===== config.mk =====
export PLATFORM = sky130hd
export DESIGN_NAME = frame_encoder
export DESIGN_NICKNAME = d
export VERILOG_FILES = /design/src/design/frame_pkg.sv /design/src/design/frame_encoder.sv /design/src/design/image_rotator.sv /design/src/design/sprite_rom.sv /design/src/design/sram_encoder.sv
export SDC_FILE = /design/constraint.sdc
export NUM_CORES = 1
export LEC_CHECK = 0
export BUFFER_PORTS_ARGS = -buffer_cell sky130_fd_sc_hd__buf_2
export CAP_MARGIN = 20
export CORE_MARGIN = 2
export CORE_UTILIZATION = 58
export CTS_BUF_LIST = sky130_fd_sc_hd__clkbuf_4
export CTS_CLUSTER_DIAMETER = 60
export DETAILED_ROUTE_END_ITERATION = 8
export GPL_TIMING_DRIVEN = 0
export HOLD_SLACK_MARGIN = 0.08
export PLACE_DENSITY = 0.82
export SYNTH_ARGS = -nofsm -noshare
export SYNTH_HDL_FRONTEND = slang
export SYNTH_SLANG_ARGS = --single-unit

===== constraint.sdc =====
create_clock -name i_clk -period 1.96 [get_ports i_clk]
set_input_delay 0.392 -clock i_clk [delete_from_list [all_inputs] [get_ports i_clk]]
set_output_delay 0.392 -clock i_clk [all_outputs]
set_load 0.01 [all_outputs]

===== src/design/frame_pkg.sv =====
`default_nettype none

package frame_pkg;

    // Sprite geometry
    localparam int IMAGE_SIZE        = 8;
    localparam int IMAGE_COOR_WIDTH  = 3;
    localparam int PIXEL_COUNT_WIDTH = 2 * IMAGE_COOR_WIDTH;

    // Signed angle; only bits [1:0] count, as counter-clockwise quarter turns
    localparam int ANG_WIDTH = 4;

    localparam int COLOR_WIDTH = 4;  // Colour 0 is transparent

    localparam int SRAM_ADDR_WIDTH = 8;
    localparam int SRAM_DATA_WIDTH = 8;

    localparam int OBJECT_OPACITY_NUM = 2;  // Objects that actually get rendered
    localparam int OBJECT_REGION_SIZE = 64;  // SRAM words reserved per object

    typedef enum logic [1:0] {
        OBJECT_CAR1 = 2'd0,
        OBJECT_CAR2 = 2'd1,
        OBJECT_MAP  = 2'd2
    } object_id_e;

    typedef enum logic [1:0] {
        S_IDLE,
        S_PROC,
        S_DONE
    } frame_state_e;

    // First SRAM word of an object's region
    function automatic logic [SRAM_ADDR_WIDTH-1:0] region_base(input object_id_e id);
        return SRAM_ADDR_WIDTH'(int'(id) * OBJECT_REGION_SIZE);
    endfunction

endpackage

`default_nettype wire


===== src/design/frame_encoder.sv =====
`timescale 1ns/1ns
`default_nettype none

module frame_encoder #(
    parameter int IMAGE_SIZE = frame_pkg::IMAGE_SIZE
) (
    input  wire                                         i_clk,
    input  wire                                         i_rst_n,
    input  wire                                         i_start,
    input  wire  signed [frame_pkg::ANG_WIDTH-1:0]      i_car1_angle,
    input  wire  signed [frame_pkg::ANG_WIDTH-1:0]      i_car2_angle,
    output logic        [frame_pkg::SRAM_ADDR_WIDTH-1:0]   o_sram_addr,
    output logic        [frame_pkg::SRAM_DATA_WIDTH-1:0]   o_sram_data,
    output logic                                        o_sram_writing,
    output frame_pkg::object_id_e                       o_object_id,
    output logic        [frame_pkg::PIXEL_COUNT_WIDTH-1:0] o_pixel_counter,
    output logic                                        o_opacity,
    output logic                                        o_opacity_valid,
    output logic                                        o_done
);

    import frame_pkg::*;

    localparam int PIXELS     = IMAGE_SIZE * IMAGE_SIZE;
    localparam int PROC_WIDTH = $clog2(OBJECT_OPACITY_NUM + 1);
    localparam logic [IMAGE_COOR_WIDTH-1:0] LAST_COOR = IMAGE_COOR_WIDTH'(IMAGE_SIZE - 1);

    frame_state_e                  state_r;
    frame_state_e                  state_w;
    logic [PROC_WIDTH-1:0]         proc_cnt_r;
    logic                          start_rotator_r;
    logic signed [ANG_WIDTH-1:0]   angle_r;
    logic [PIXEL_COUNT_WIDTH-1:0]  pixel_cnt_r;
    logic                          car_last_r;
    logic [COLOR_WIDTH-1:0]        pixel_color;
    logic [IMAGE_COOR_WIDTH-1:0]   h_done;
    logic [IMAGE_COOR_WIDTH-1:0]   v_done;
    logic                          last_pixel;
    logic                          all_cars_done;
    logic                          load_car;

    assign all_cars_done = (proc_cnt_r == PROC_WIDTH'(OBJECT_OPACITY_NUM));
    assign last_pixel    = o_opacity_valid && h_done == LAST_COOR && v_done == LAST_COOR;

    // A new car starts once the previous one has drained and the count has moved on
    assign load_car = (state_r == S_PROC) && !start_rotator_r && !car_last_r && !all_cars_done;

    assign o_object_id     = all_cars_done ? OBJECT_MAP : object_id_e'(proc_cnt_r);
    assign o_pixel_counter = pixel_cnt_r;
    assign o_done          = (state_r == S_DONE);

    always_comb begin
        state_w = state_r;
        case (state_r)
            S_IDLE:  if (i_start) state_w = S_PROC;
            S_PROC:  if (all_cars_done) state_w = S_DONE;
            S_DONE:  if (!i_start) state_w = S_IDLE;  // Done holds until start is released
            default: state_w = S_IDLE;
        endcase
    end

    always_ff @(posedge i_clk or negedge i_rst_n) begin
        if (!i_rst_n) begin
            state_r         <= S_IDLE;
            proc_cnt_r      <= '0;
            start_rotator_r <= 1'b0;
            angle_r         <= '0;
            pixel_cnt_r     <= '0;
            car_last_r      <= 1'b0;
        end else begin
            state_r    <= state_w;
            car_last_r <= last_pixel;

            // Object count moves one cycle after the last valid so the id covers its final write
            if (state_r == S_IDLE)
                proc_cnt_r <= '0;
            else if (car_last_r)
                proc_cnt_r <= proc_cnt_r + 1'b1;

            if (load_car) begin
                start_rotator_r <= 1'b1;
                angle_r         <= (o_object_id == OBJECT_CAR1) ? i_car1_angle : i_car2_angle;
            end else if (last_pixel || state_r != S_PROC) begin
                start_rotator_r <= 1'b0;
            end

            if (state_r == S_IDLE)
                pixel_cnt_r <= '0;
            else if (o_opacity_valid)
                pixel_cnt_r <= (pixel_cnt_r == PIXEL_COUNT_WIDTH'(PIXELS - 1)) ?
                               '0 : pixel_cnt_r + 1'b1;
        end
    end

    image_rotator #(
        .IMAGE_SIZE (IMAGE_SIZE)
    ) image_rotator_i (
        .i_clk               (i_clk),
        .i_rst_n             (i_rst_n),
        .i_start             (start_rotator_r),
        .i_angle             (angle_r),
        .i_object_id         (o_object_id),
        .o_color             (pixel_color),
        .o_opacity           (o_opacity),
        .o_h_to_be_processed (h_done),
        .o_v_to_be_processed (v_done),
        .o_valid             (o_opacity_valid)
    );

    sram_encoder #(
        .IMAGE_SIZE (IMAGE_SIZE)
    ) sram_encoder_i (
        .i_clk           (i_clk),
        .i_rst_n         (i_rst_n),
        .i_valid         (o_opacity_valid),
        .i_color         (pixel_color),
        .i_object_id     (o_object_id),
        .i_pixel_counter (pixel_cnt_r),
        .o_sram_addr     (o_sram_addr),
        .o_sram_data     (o_sram_data),
        .o_sram_writing  (o_sram_writing)
    );

    // An idle frame never starts a burst of SRAM writes
    a_no_write_in_idle: assert property (@(posedge i_clk) disable iff (!i_rst_n)
        (state_r == S_IDLE) |-> !$rose(o_sram_writing));

endmodule

`default_nettype wire


===== src/design/image_rotator.sv =====
`timescale 1ns/1ns
`default_nettype none

module image_rotator #(
    parameter int IMAGE_SIZE = frame_pkg::IMAGE_SIZE
) (
    input  wire                                         i_clk,
    input  wire                                         i_rst_n,
    input  wire                                         i_start,
    input  wire  signed [frame_pkg::ANG_WIDTH-1:0]      i_angle,
    input  wire frame_pkg::object_id_e                  i_object_id,
    output logic        [frame_pkg::COLOR_WIDTH-1:0]      o_color,
    output logic                                        o_opacity,
    output logic        [frame_pkg::IMAGE_COOR_WIDTH-1:0] o_h_to_be_processed,
    output logic        [frame_pkg::IMAGE_COOR_WIDTH-1:0] o_v_to_be_processed,
    output logic                                        o_valid
);

    import frame_pkg::*;

    localparam int PIXELS = IMAGE_SIZE * IMAGE_SIZE;
    localparam logic [IMAGE_COOR_WIDTH-1:0] LAST_COOR = IMAGE_COOR_WIDTH'(IMAGE_SIZE - 1);
    localparam int VALID_COUNT_WIDTH = $clog2(PIXELS + 1);

    logic [IMAGE_COOR_WIDTH-1:0]  h_cnt;
    logic [IMAGE_COOR_WIDTH-1:0]  v_cnt;
    logic                         scan_done;
    logic                         issue;
    logic [1:0]                   quarter;
    logic [IMAGE_COOR_WIDTH-1:0]  src_h;
    logic [IMAGE_COOR_WIDTH-1:0]  src_v;
    logic [IMAGE_COOR_WIDTH-1:0]  src_h_q;
    logic [IMAGE_COOR_WIDTH-1:0]  src_v_q;
    logic [IMAGE_COOR_WIDTH-1:0]  h_q;
    logic [IMAGE_COOR_WIDTH-1:0]  v_q;
    logic                         valid_q;
    logic [VALID_COUNT_WIDTH-1:0] valid_count;

    assign issue   = i_start && !scan_done;
    assign quarter = i_angle[1:0];  // Two's complement keeps -1 equal to three quarter turns

    // The raster scan of the output image restarts whenever start drops
    always_ff @(posedge i_clk or negedge i_rst_n) begin
        if (!i_rst_n) begin
            h_cnt     <= '0;
            v_cnt     <= '0;
            scan_done <= 1'b0;
        end else if (!i_start) begin
            h_cnt     <= '0;
            v_cnt     <= '0;
            scan_done <= 1'b0;
        end else if (issue) begin
            if (h_cnt == LAST_COOR) begin
                h_cnt <= '0;
                if (v_cnt == LAST_COOR) begin
                    v_cnt     <= '0;
                    scan_done <= 1'b1;
                end else begin
                    v_cnt <= v_cnt + 1'b1;
                end
            end else begin
                h_cnt <= h_cnt + 1'b1;
            end
        end
    end

    // Inverse rotation pulls each output pixel from the source pixel that lands on it
    always_comb begin
        case (quarter)
            2'd0: begin
                src_h = h_cnt;
                src_v = v_cnt;
            end
            2'd1: begin
                src_h = v_cnt;
                src_v = LAST_COOR - h_cnt;
            end
            2'd2: begin
                src_h = LAST_COOR - h_cnt;
                src_v = LAST_COOR - v_cnt;
            end
            default: begin
                src_h = LAST_COOR - v_cnt;
                src_v = h_cnt;
            end
        endcase
    end

    always_ff @(posedge i_clk or negedge i_rst_n) begin
        if (!i_rst_n) begin
            valid_q <= 1'b0;
            o_valid <= 1'b0;
        end else begin
            valid_q <= issue;    // Address stage
            o_valid <= valid_q;  // ROM read stage
        end
    end

    always_ff @(posedge i_clk) begin
        src_h_q             <= src_h;
        src_v_q             <= src_v;
        h_q                 <= h_cnt;
        v_q                 <= v_cnt;
        o_h_to_be_processed <= h_q;
        o_v_to_be_processed <= v_q;
    end

    sprite_rom #(
        .IMAGE_SIZE (IMAGE_SIZE)
    ) sprite_rom_i (
        .i_clk       (i_clk),
        .i_object_id (i_object_id),
        .i_h         (src_h_q),
        .i_v         (src_v_q),
        .o_color     (o_color)
    );

    assign o_opacity = (o_color != '0);

    always_ff @(posedge i_clk or negedge i_rst_n) begin
        if (!i_rst_n)
            valid_count <= '0;
        else if (!i_start)
            valid_count <= '0;
        else if (o_valid)
            valid_count <= valid_count + 1'b1;
    end

    // One start level yields at most one full image worth of pixels
    a_valid_bound: assert property (@(posedge i_clk) disable iff (!i_rst_n)
        (i_start && o_valid) |-> (valid_count < PIXELS));

endmodule

`default_nettype wire


===== src/design/sprite_rom.sv =====
`timescale 1ns/1ns
`default_nettype none

module sprite_rom #(
    parameter int IMAGE_SIZE = frame_pkg::IMAGE_SIZE
) (
    input  wire                                    i_clk,
    input  wire frame_pkg::object_id_e             i_object_id,
    input  wire  [frame_pkg::IMAGE_COOR_WIDTH-1:0] i_h,
    input  wire  [frame_pkg::IMAGE_COOR_WIDTH-1:0] i_v,
    output logic [frame_pkg::COLOR_WIDTH-1:0]      o_color
);

    import frame_pkg::*;

    localparam int PIXELS = IMAGE_SIZE * IMAGE_SIZE;

    // Both cars share one body band in the middle half of the columns
    function automatic logic [COLOR_WIDTH-1:0] pixel_color(
        input int obj,
        input int h,
        input int v
    );
        logic [COLOR_WIDTH-1:0] color;
        color = '0;
        if (h >= IMAGE_SIZE / 4 && h <= 3 * IMAGE_SIZE / 4 - 1) begin
            if (obj == int'(OBJECT_CAR1))
                color = COLOR_WIDTH'(1 + (h + v) % 7);  // Diagonal stripes in 1..7
            else
                color = COLOR_WIDTH'(8 + ((h ^ v) % 8));  // Checker shades in 8..15
        end
        return color;
    endfunction

    logic [COLOR_WIDTH-1:0] sprite [OBJECT_OPACITY_NUM][PIXELS];

    // Contents are laid out row by row with h running fastest
    for (genvar obj = 0; obj < OBJECT_OPACITY_NUM; obj++) begin : g_obj
        for (genvar v = 0; v < IMAGE_SIZE; v++) begin : g_row
            for (genvar h = 0; h < IMAGE_SIZE; h++) begin : g_col
                assign sprite[obj][v * IMAGE_SIZE + h] = pixel_color(obj, h, v);
            end
        end
    end

    always_ff @(posedge i_clk) begin
        case (i_object_id)
            OBJECT_CAR1: o_color <= sprite[0][{i_v, i_h}];
            OBJECT_CAR2: o_color <= sprite[1][{i_v, i_h}];
            default:     o_color <= '0;  // No sprite stored for the map
        endcase
    end

endmodule

`default_nettype wire


===== src/design/sram_encoder.sv =====
`timescale 1ns/1ns
`default_nettype none

module sram_encoder #(
    parameter int IMAGE_SIZE = frame_pkg::IMAGE_SIZE
) (
    input  wire                                      i_clk,
    input  wire                                      i_rst_n,
    input  wire                                      i_valid,
    input  wire  [frame_pkg::COLOR_WIDTH-1:0]        i_color,
    input  wire frame_pkg::object_id_e               i_object_id,
    input  wire  [frame_pkg::PIXEL_COUNT_WIDTH-1:0]  i_pixel_counter,
    output logic [frame_pkg::SRAM_ADDR_WIDTH-1:0]    o_sram_addr,
    output logic [frame_pkg::SRAM_DATA_WIDTH-1:0]    o_sram_data,
    output logic                                     o_sram_writing
);

    import frame_pkg::*;

    localparam int PIXELS         = IMAGE_SIZE * IMAGE_SIZE;
    localparam int ID_FIELD_WIDTH = SRAM_DATA_WIDTH - COLOR_WIDTH;

    logic [SRAM_ADDR_WIDTH-1:0] word_addr;
    logic [SRAM_DATA_WIDTH-1:0] word_data;

    assign word_addr = region_base(i_object_id) + SRAM_ADDR_WIDTH'(i_pixel_counter);

    // Object id in the upper nibble and colour in the lower one
    assign word_data = {ID_FIELD_WIDTH'(i_object_id), i_color};

    always_ff @(posedge i_clk or negedge i_rst_n) begin
        if (!i_rst_n)
            o_sram_writing <= 1'b0;
        else
            o_sram_writing <= i_valid;  // One word per valid since nothing can stall
    end

    always_ff @(posedge i_clk) begin
        if (i_valid) begin
            o_sram_addr <= word_addr;
            o_sram_data <= word_data;
        end
    end

    // Every word lands inside the region of a rendered object and within its image
    a_addr_in_region: assert property (@(posedge i_clk) disable iff (!i_rst_n)
        i_valid |=>
            (o_sram_addr < SRAM_ADDR_WIDTH'(OBJECT_OPACITY_NUM * OBJECT_REGION_SIZE)) &&
            ((o_sram_addr - region_base($past(i_object_id))) < PIXELS));

endmodule

`default_nettype wire


==> results.toml <==
[synthesis]
synth_commonest_cells = "dfrtp_1, dfxtp_1, nor2_1, nand2_1"
synth_area_um2 = 2500
synth_top_area_share_pct = 24.0
synth_compound_gate_area_share_pct = 9.69
ys_seq_elements = 58
async_flop_share_pct = 41.4
synth_area_leaders = "dfrtp_1, dfxtp_1, edfxtp_1"
synth_edf_count = 12
ys_warn_count = 0
muxShareOfSynthArea_pct = 5.69
synth.most_common_cell = "dfrtp_1"
synth_top_flop_cell = "dfrtp_1"
synth_top_family_by_area = "simple AND/OR/NAND/NOR gates"
synthXorXnorAreaFrac_pct = 3.50
yosys.area_share.adder_pct = 5.49
syn_inst = 216
synth_top_cell_by_area = "dfrtp_1"
syn_avg_cell_area_um2 = 11.6
ys_seq_area_share_pct = 55.9
synth_cell_types = 54
yosys.area_share.simple_pct = 15.2

[setup_path]
path_buf_inv = 3
slowest_delay_ns = 0.42
crit_chain = "inv_1, ha_2, inv_1, nand2_1, buf_2"
slowest_stage = "dfrtp_1"
cp_max_fo = 4
crit_top_cell = "inv_1"
cp.required_ns = 1.57
cp_top_family = "flip-flops"
startpoint_type = "flop"
cp_data_arrival_time_ns = 1.47
crit_path_end_kind = "output pin"
critPathKind = "reg2out"

[finish]
layout-drive-gt1-share_pct = 24.1
multi_input_area_um2 = 1000
fillers = 295
finalInstanceArea_um2 = 2870
seqCellArea_um2 = 1400
fin_nets = 283
areaGrowthSynthToFinish_pct = 14.7
antenna_cells = 0

[route]
ant_nets = 0
wl_per_cell_um = 13.9
firstDrtPassIters = 5
drcViolationCount = 0
vias = 1719
avgViaCountPerCell = 5.44
drt_wl_total_mm = 4.38
drt_iter0_markers = 154

[clock_tree]
h-tree-depth = 3
cts_tree = "yes"
cts_buffers = 9
clk_latency_ns = 0.40
clockBufferDepth = 2
cts_setup_buffers = 0
cts.sinks = 58
clk_transition_reported_paths_ns = 0.09
cts-root-buf = "clkbuf_4"

[global_routing]
grt_max_degree = 25
grt_pass1_vias = 1624
overflow = 0
antenna_found_initial = 0
grt_pass1_wl_mm = 7.31
grt_util_all_layers_pct = 19.3

[timing]
clock_skew_ns = 0.0184
setup_slack_ns = 0.0957
period_minus_slack_ns = 1.86
fin_tns_setup_ns = 0
tightest_slew_ns = 0.567
max_slew_margin_pct = 62.2
setup_viol = 0
hold_viol = 0
fin_crit_sh_pct = 95.1
grt_setup_unrepaired = "no"
drv_slew = 0
fmax_mhz = 536

[floorplanning]
die_area_um2 = 4860
dieWidth_um = 69.7
die_y_um = 69.7
coreArea_um2 = 4090
start_util_pct = 61.3
fp-row-count = 23
ios = 39

[power_and_ir_drop]
netSwitchingPower_mw = 1.62
sequentialPowerShare_pct = 44.7
p_sw_share_pct = 35.3
pwr-share-clk_pct = 17.7
ir_worst_vdd_mv = 0.769
power.density_nw_per_um2 = 1590
leakage_nw = 1.34
internal_power_mw = 2.96
comb_power_share_pct = 37.6

[worst_hold_path]
worst_hold_path_type = "in2reg"

[run_status]
status = "complete, no violations"

[place]
placed_cell_area_um2 = 2730
place_ws_ns = 0.215
dp_hpwl_mm = 3.03
globalplace.congestion = 0.809
port-buffer-count = 32

[job]
drv_cap = 0
==> placed cells by master (no fill, tap or decap), types with 7 or more instances in the layout <==
cell type / count
clkbuf_4: 11
edfxtp_1: 12
a21oi_1: 9
mux2i_1: 12
dfxtp_1: 22
nor2_1: 15
nand2_1: 13
buf_2: 33
xnor2_1: 7
ha_1: 10
inv_1: 9
dfrtp_1: 24
nor2b_1: 12
==> sequential cells by signal, indices dropped and copies added, names as in the netlist, 2 cells and up <==
register                              cells
image_rotator_i.src_h_q                   3
state_r                                   2
image_rotator_i.v_cnt                     3
image_rotator_i.h_q                       3
image_rotator_i.v_q                       3
proc_cnt_r                                2
sram_encoder_i.o_sram_data                4
angle_r                                   2
image_rotator_i.src_v_q                   3
image_rotator_i.sprite_rom_i.o_color      4
o_pixel_counter                           6
sram_encoder_i.o_sram_addr                8
image_rotator_i.o_h_to_be_processed       3
image_rotator_i.o_v_to_be_processed       3
image_rotator_i.h_cnt                     3
==> worst paths after layout <==
check,startpoint,endpoint,slack [ns],cells past startpoint
max reg2reg,image_rotator_i.o_valid,o_pixel_counter[5],0.18,4
min in group asynchronous,i_rst_n,o_pixel_counter[5],0.53,2
max,proc_cnt_r[0],o_object_id[1],0.1,5
min reg2reg,image_rotator_i.h_q[1],image_rotator_i.o_h_to_be_processed[1],0.32,0
min,i_start,state_r[1],0.28,2
max in group asynchronous,i_rst_n,angle_r[0],1.04,2
==> stage by stage <==
stage	power, mW	utilization (%)	cells	hold slack [ns]
6_report	4.58	70.3	316	0.276
5_1_grt	4.89	70.3	316	0.247
4_1_cts	4.60	70.3	316	0.244
3_5_place_dp	3.79	66.8	299	0.312
3_3_place_gp	3.69	66.8	299	0.311
2_1_floorplan	3.30	-	217	0.0964
==> power groups by stage <==
stage	Sequential (mW)	Clock (mW)	Combinational (mW)
after global routing	2.11	0.881	1.91
final	2.05	0.810	1.72
after global placement	2.04	0	1.65
after CTS	2.05	0.827	1.72
after detailed placement	2.08	0	1.71
after floorplan	2.08	0	1.21
==> metal layers <==
| layer | vias up | GRT usage (%) | share of wire (%) |
|---|---|---|---|
| met2 | 76 | 31.5 | 48 |
| met3 | 11 | 5.23 | 6.6 |
| li1 | 840 | - | - |
| met5 | - | 0 | 0 |
| met1 | 792 | 23.5 | 43 |
| met4 | 0 | 10.3 | 2.3 |
==> layout make-up <==
type	count	share of cell area (%)
inverter	9	1.18
multi-input combinational	137	34.9
timing repair buffer	33	5.92
clock inverter	5	1.65
clock buffer	11	2.87
buffer	13	2.57
sequential	58	48.8
tap	50	2.18
==> cells by family after synthesis <==
kind of cell | Yosys count
other cells | 1
compound gates | 35
flops | 58
simple gates | 65
fa+ha+maj | 11
buf+inv | 22
mux | 14
xor+xnor | 10
==> what timing repair did <==
item,4_1_cts,5_1_grt
gates resized for setup,0,1
setup endpoints to repair,0,1
hold buffers,1,0
endpoints found under the hold margin,24,0
Power figures use the tool's default switching activity.
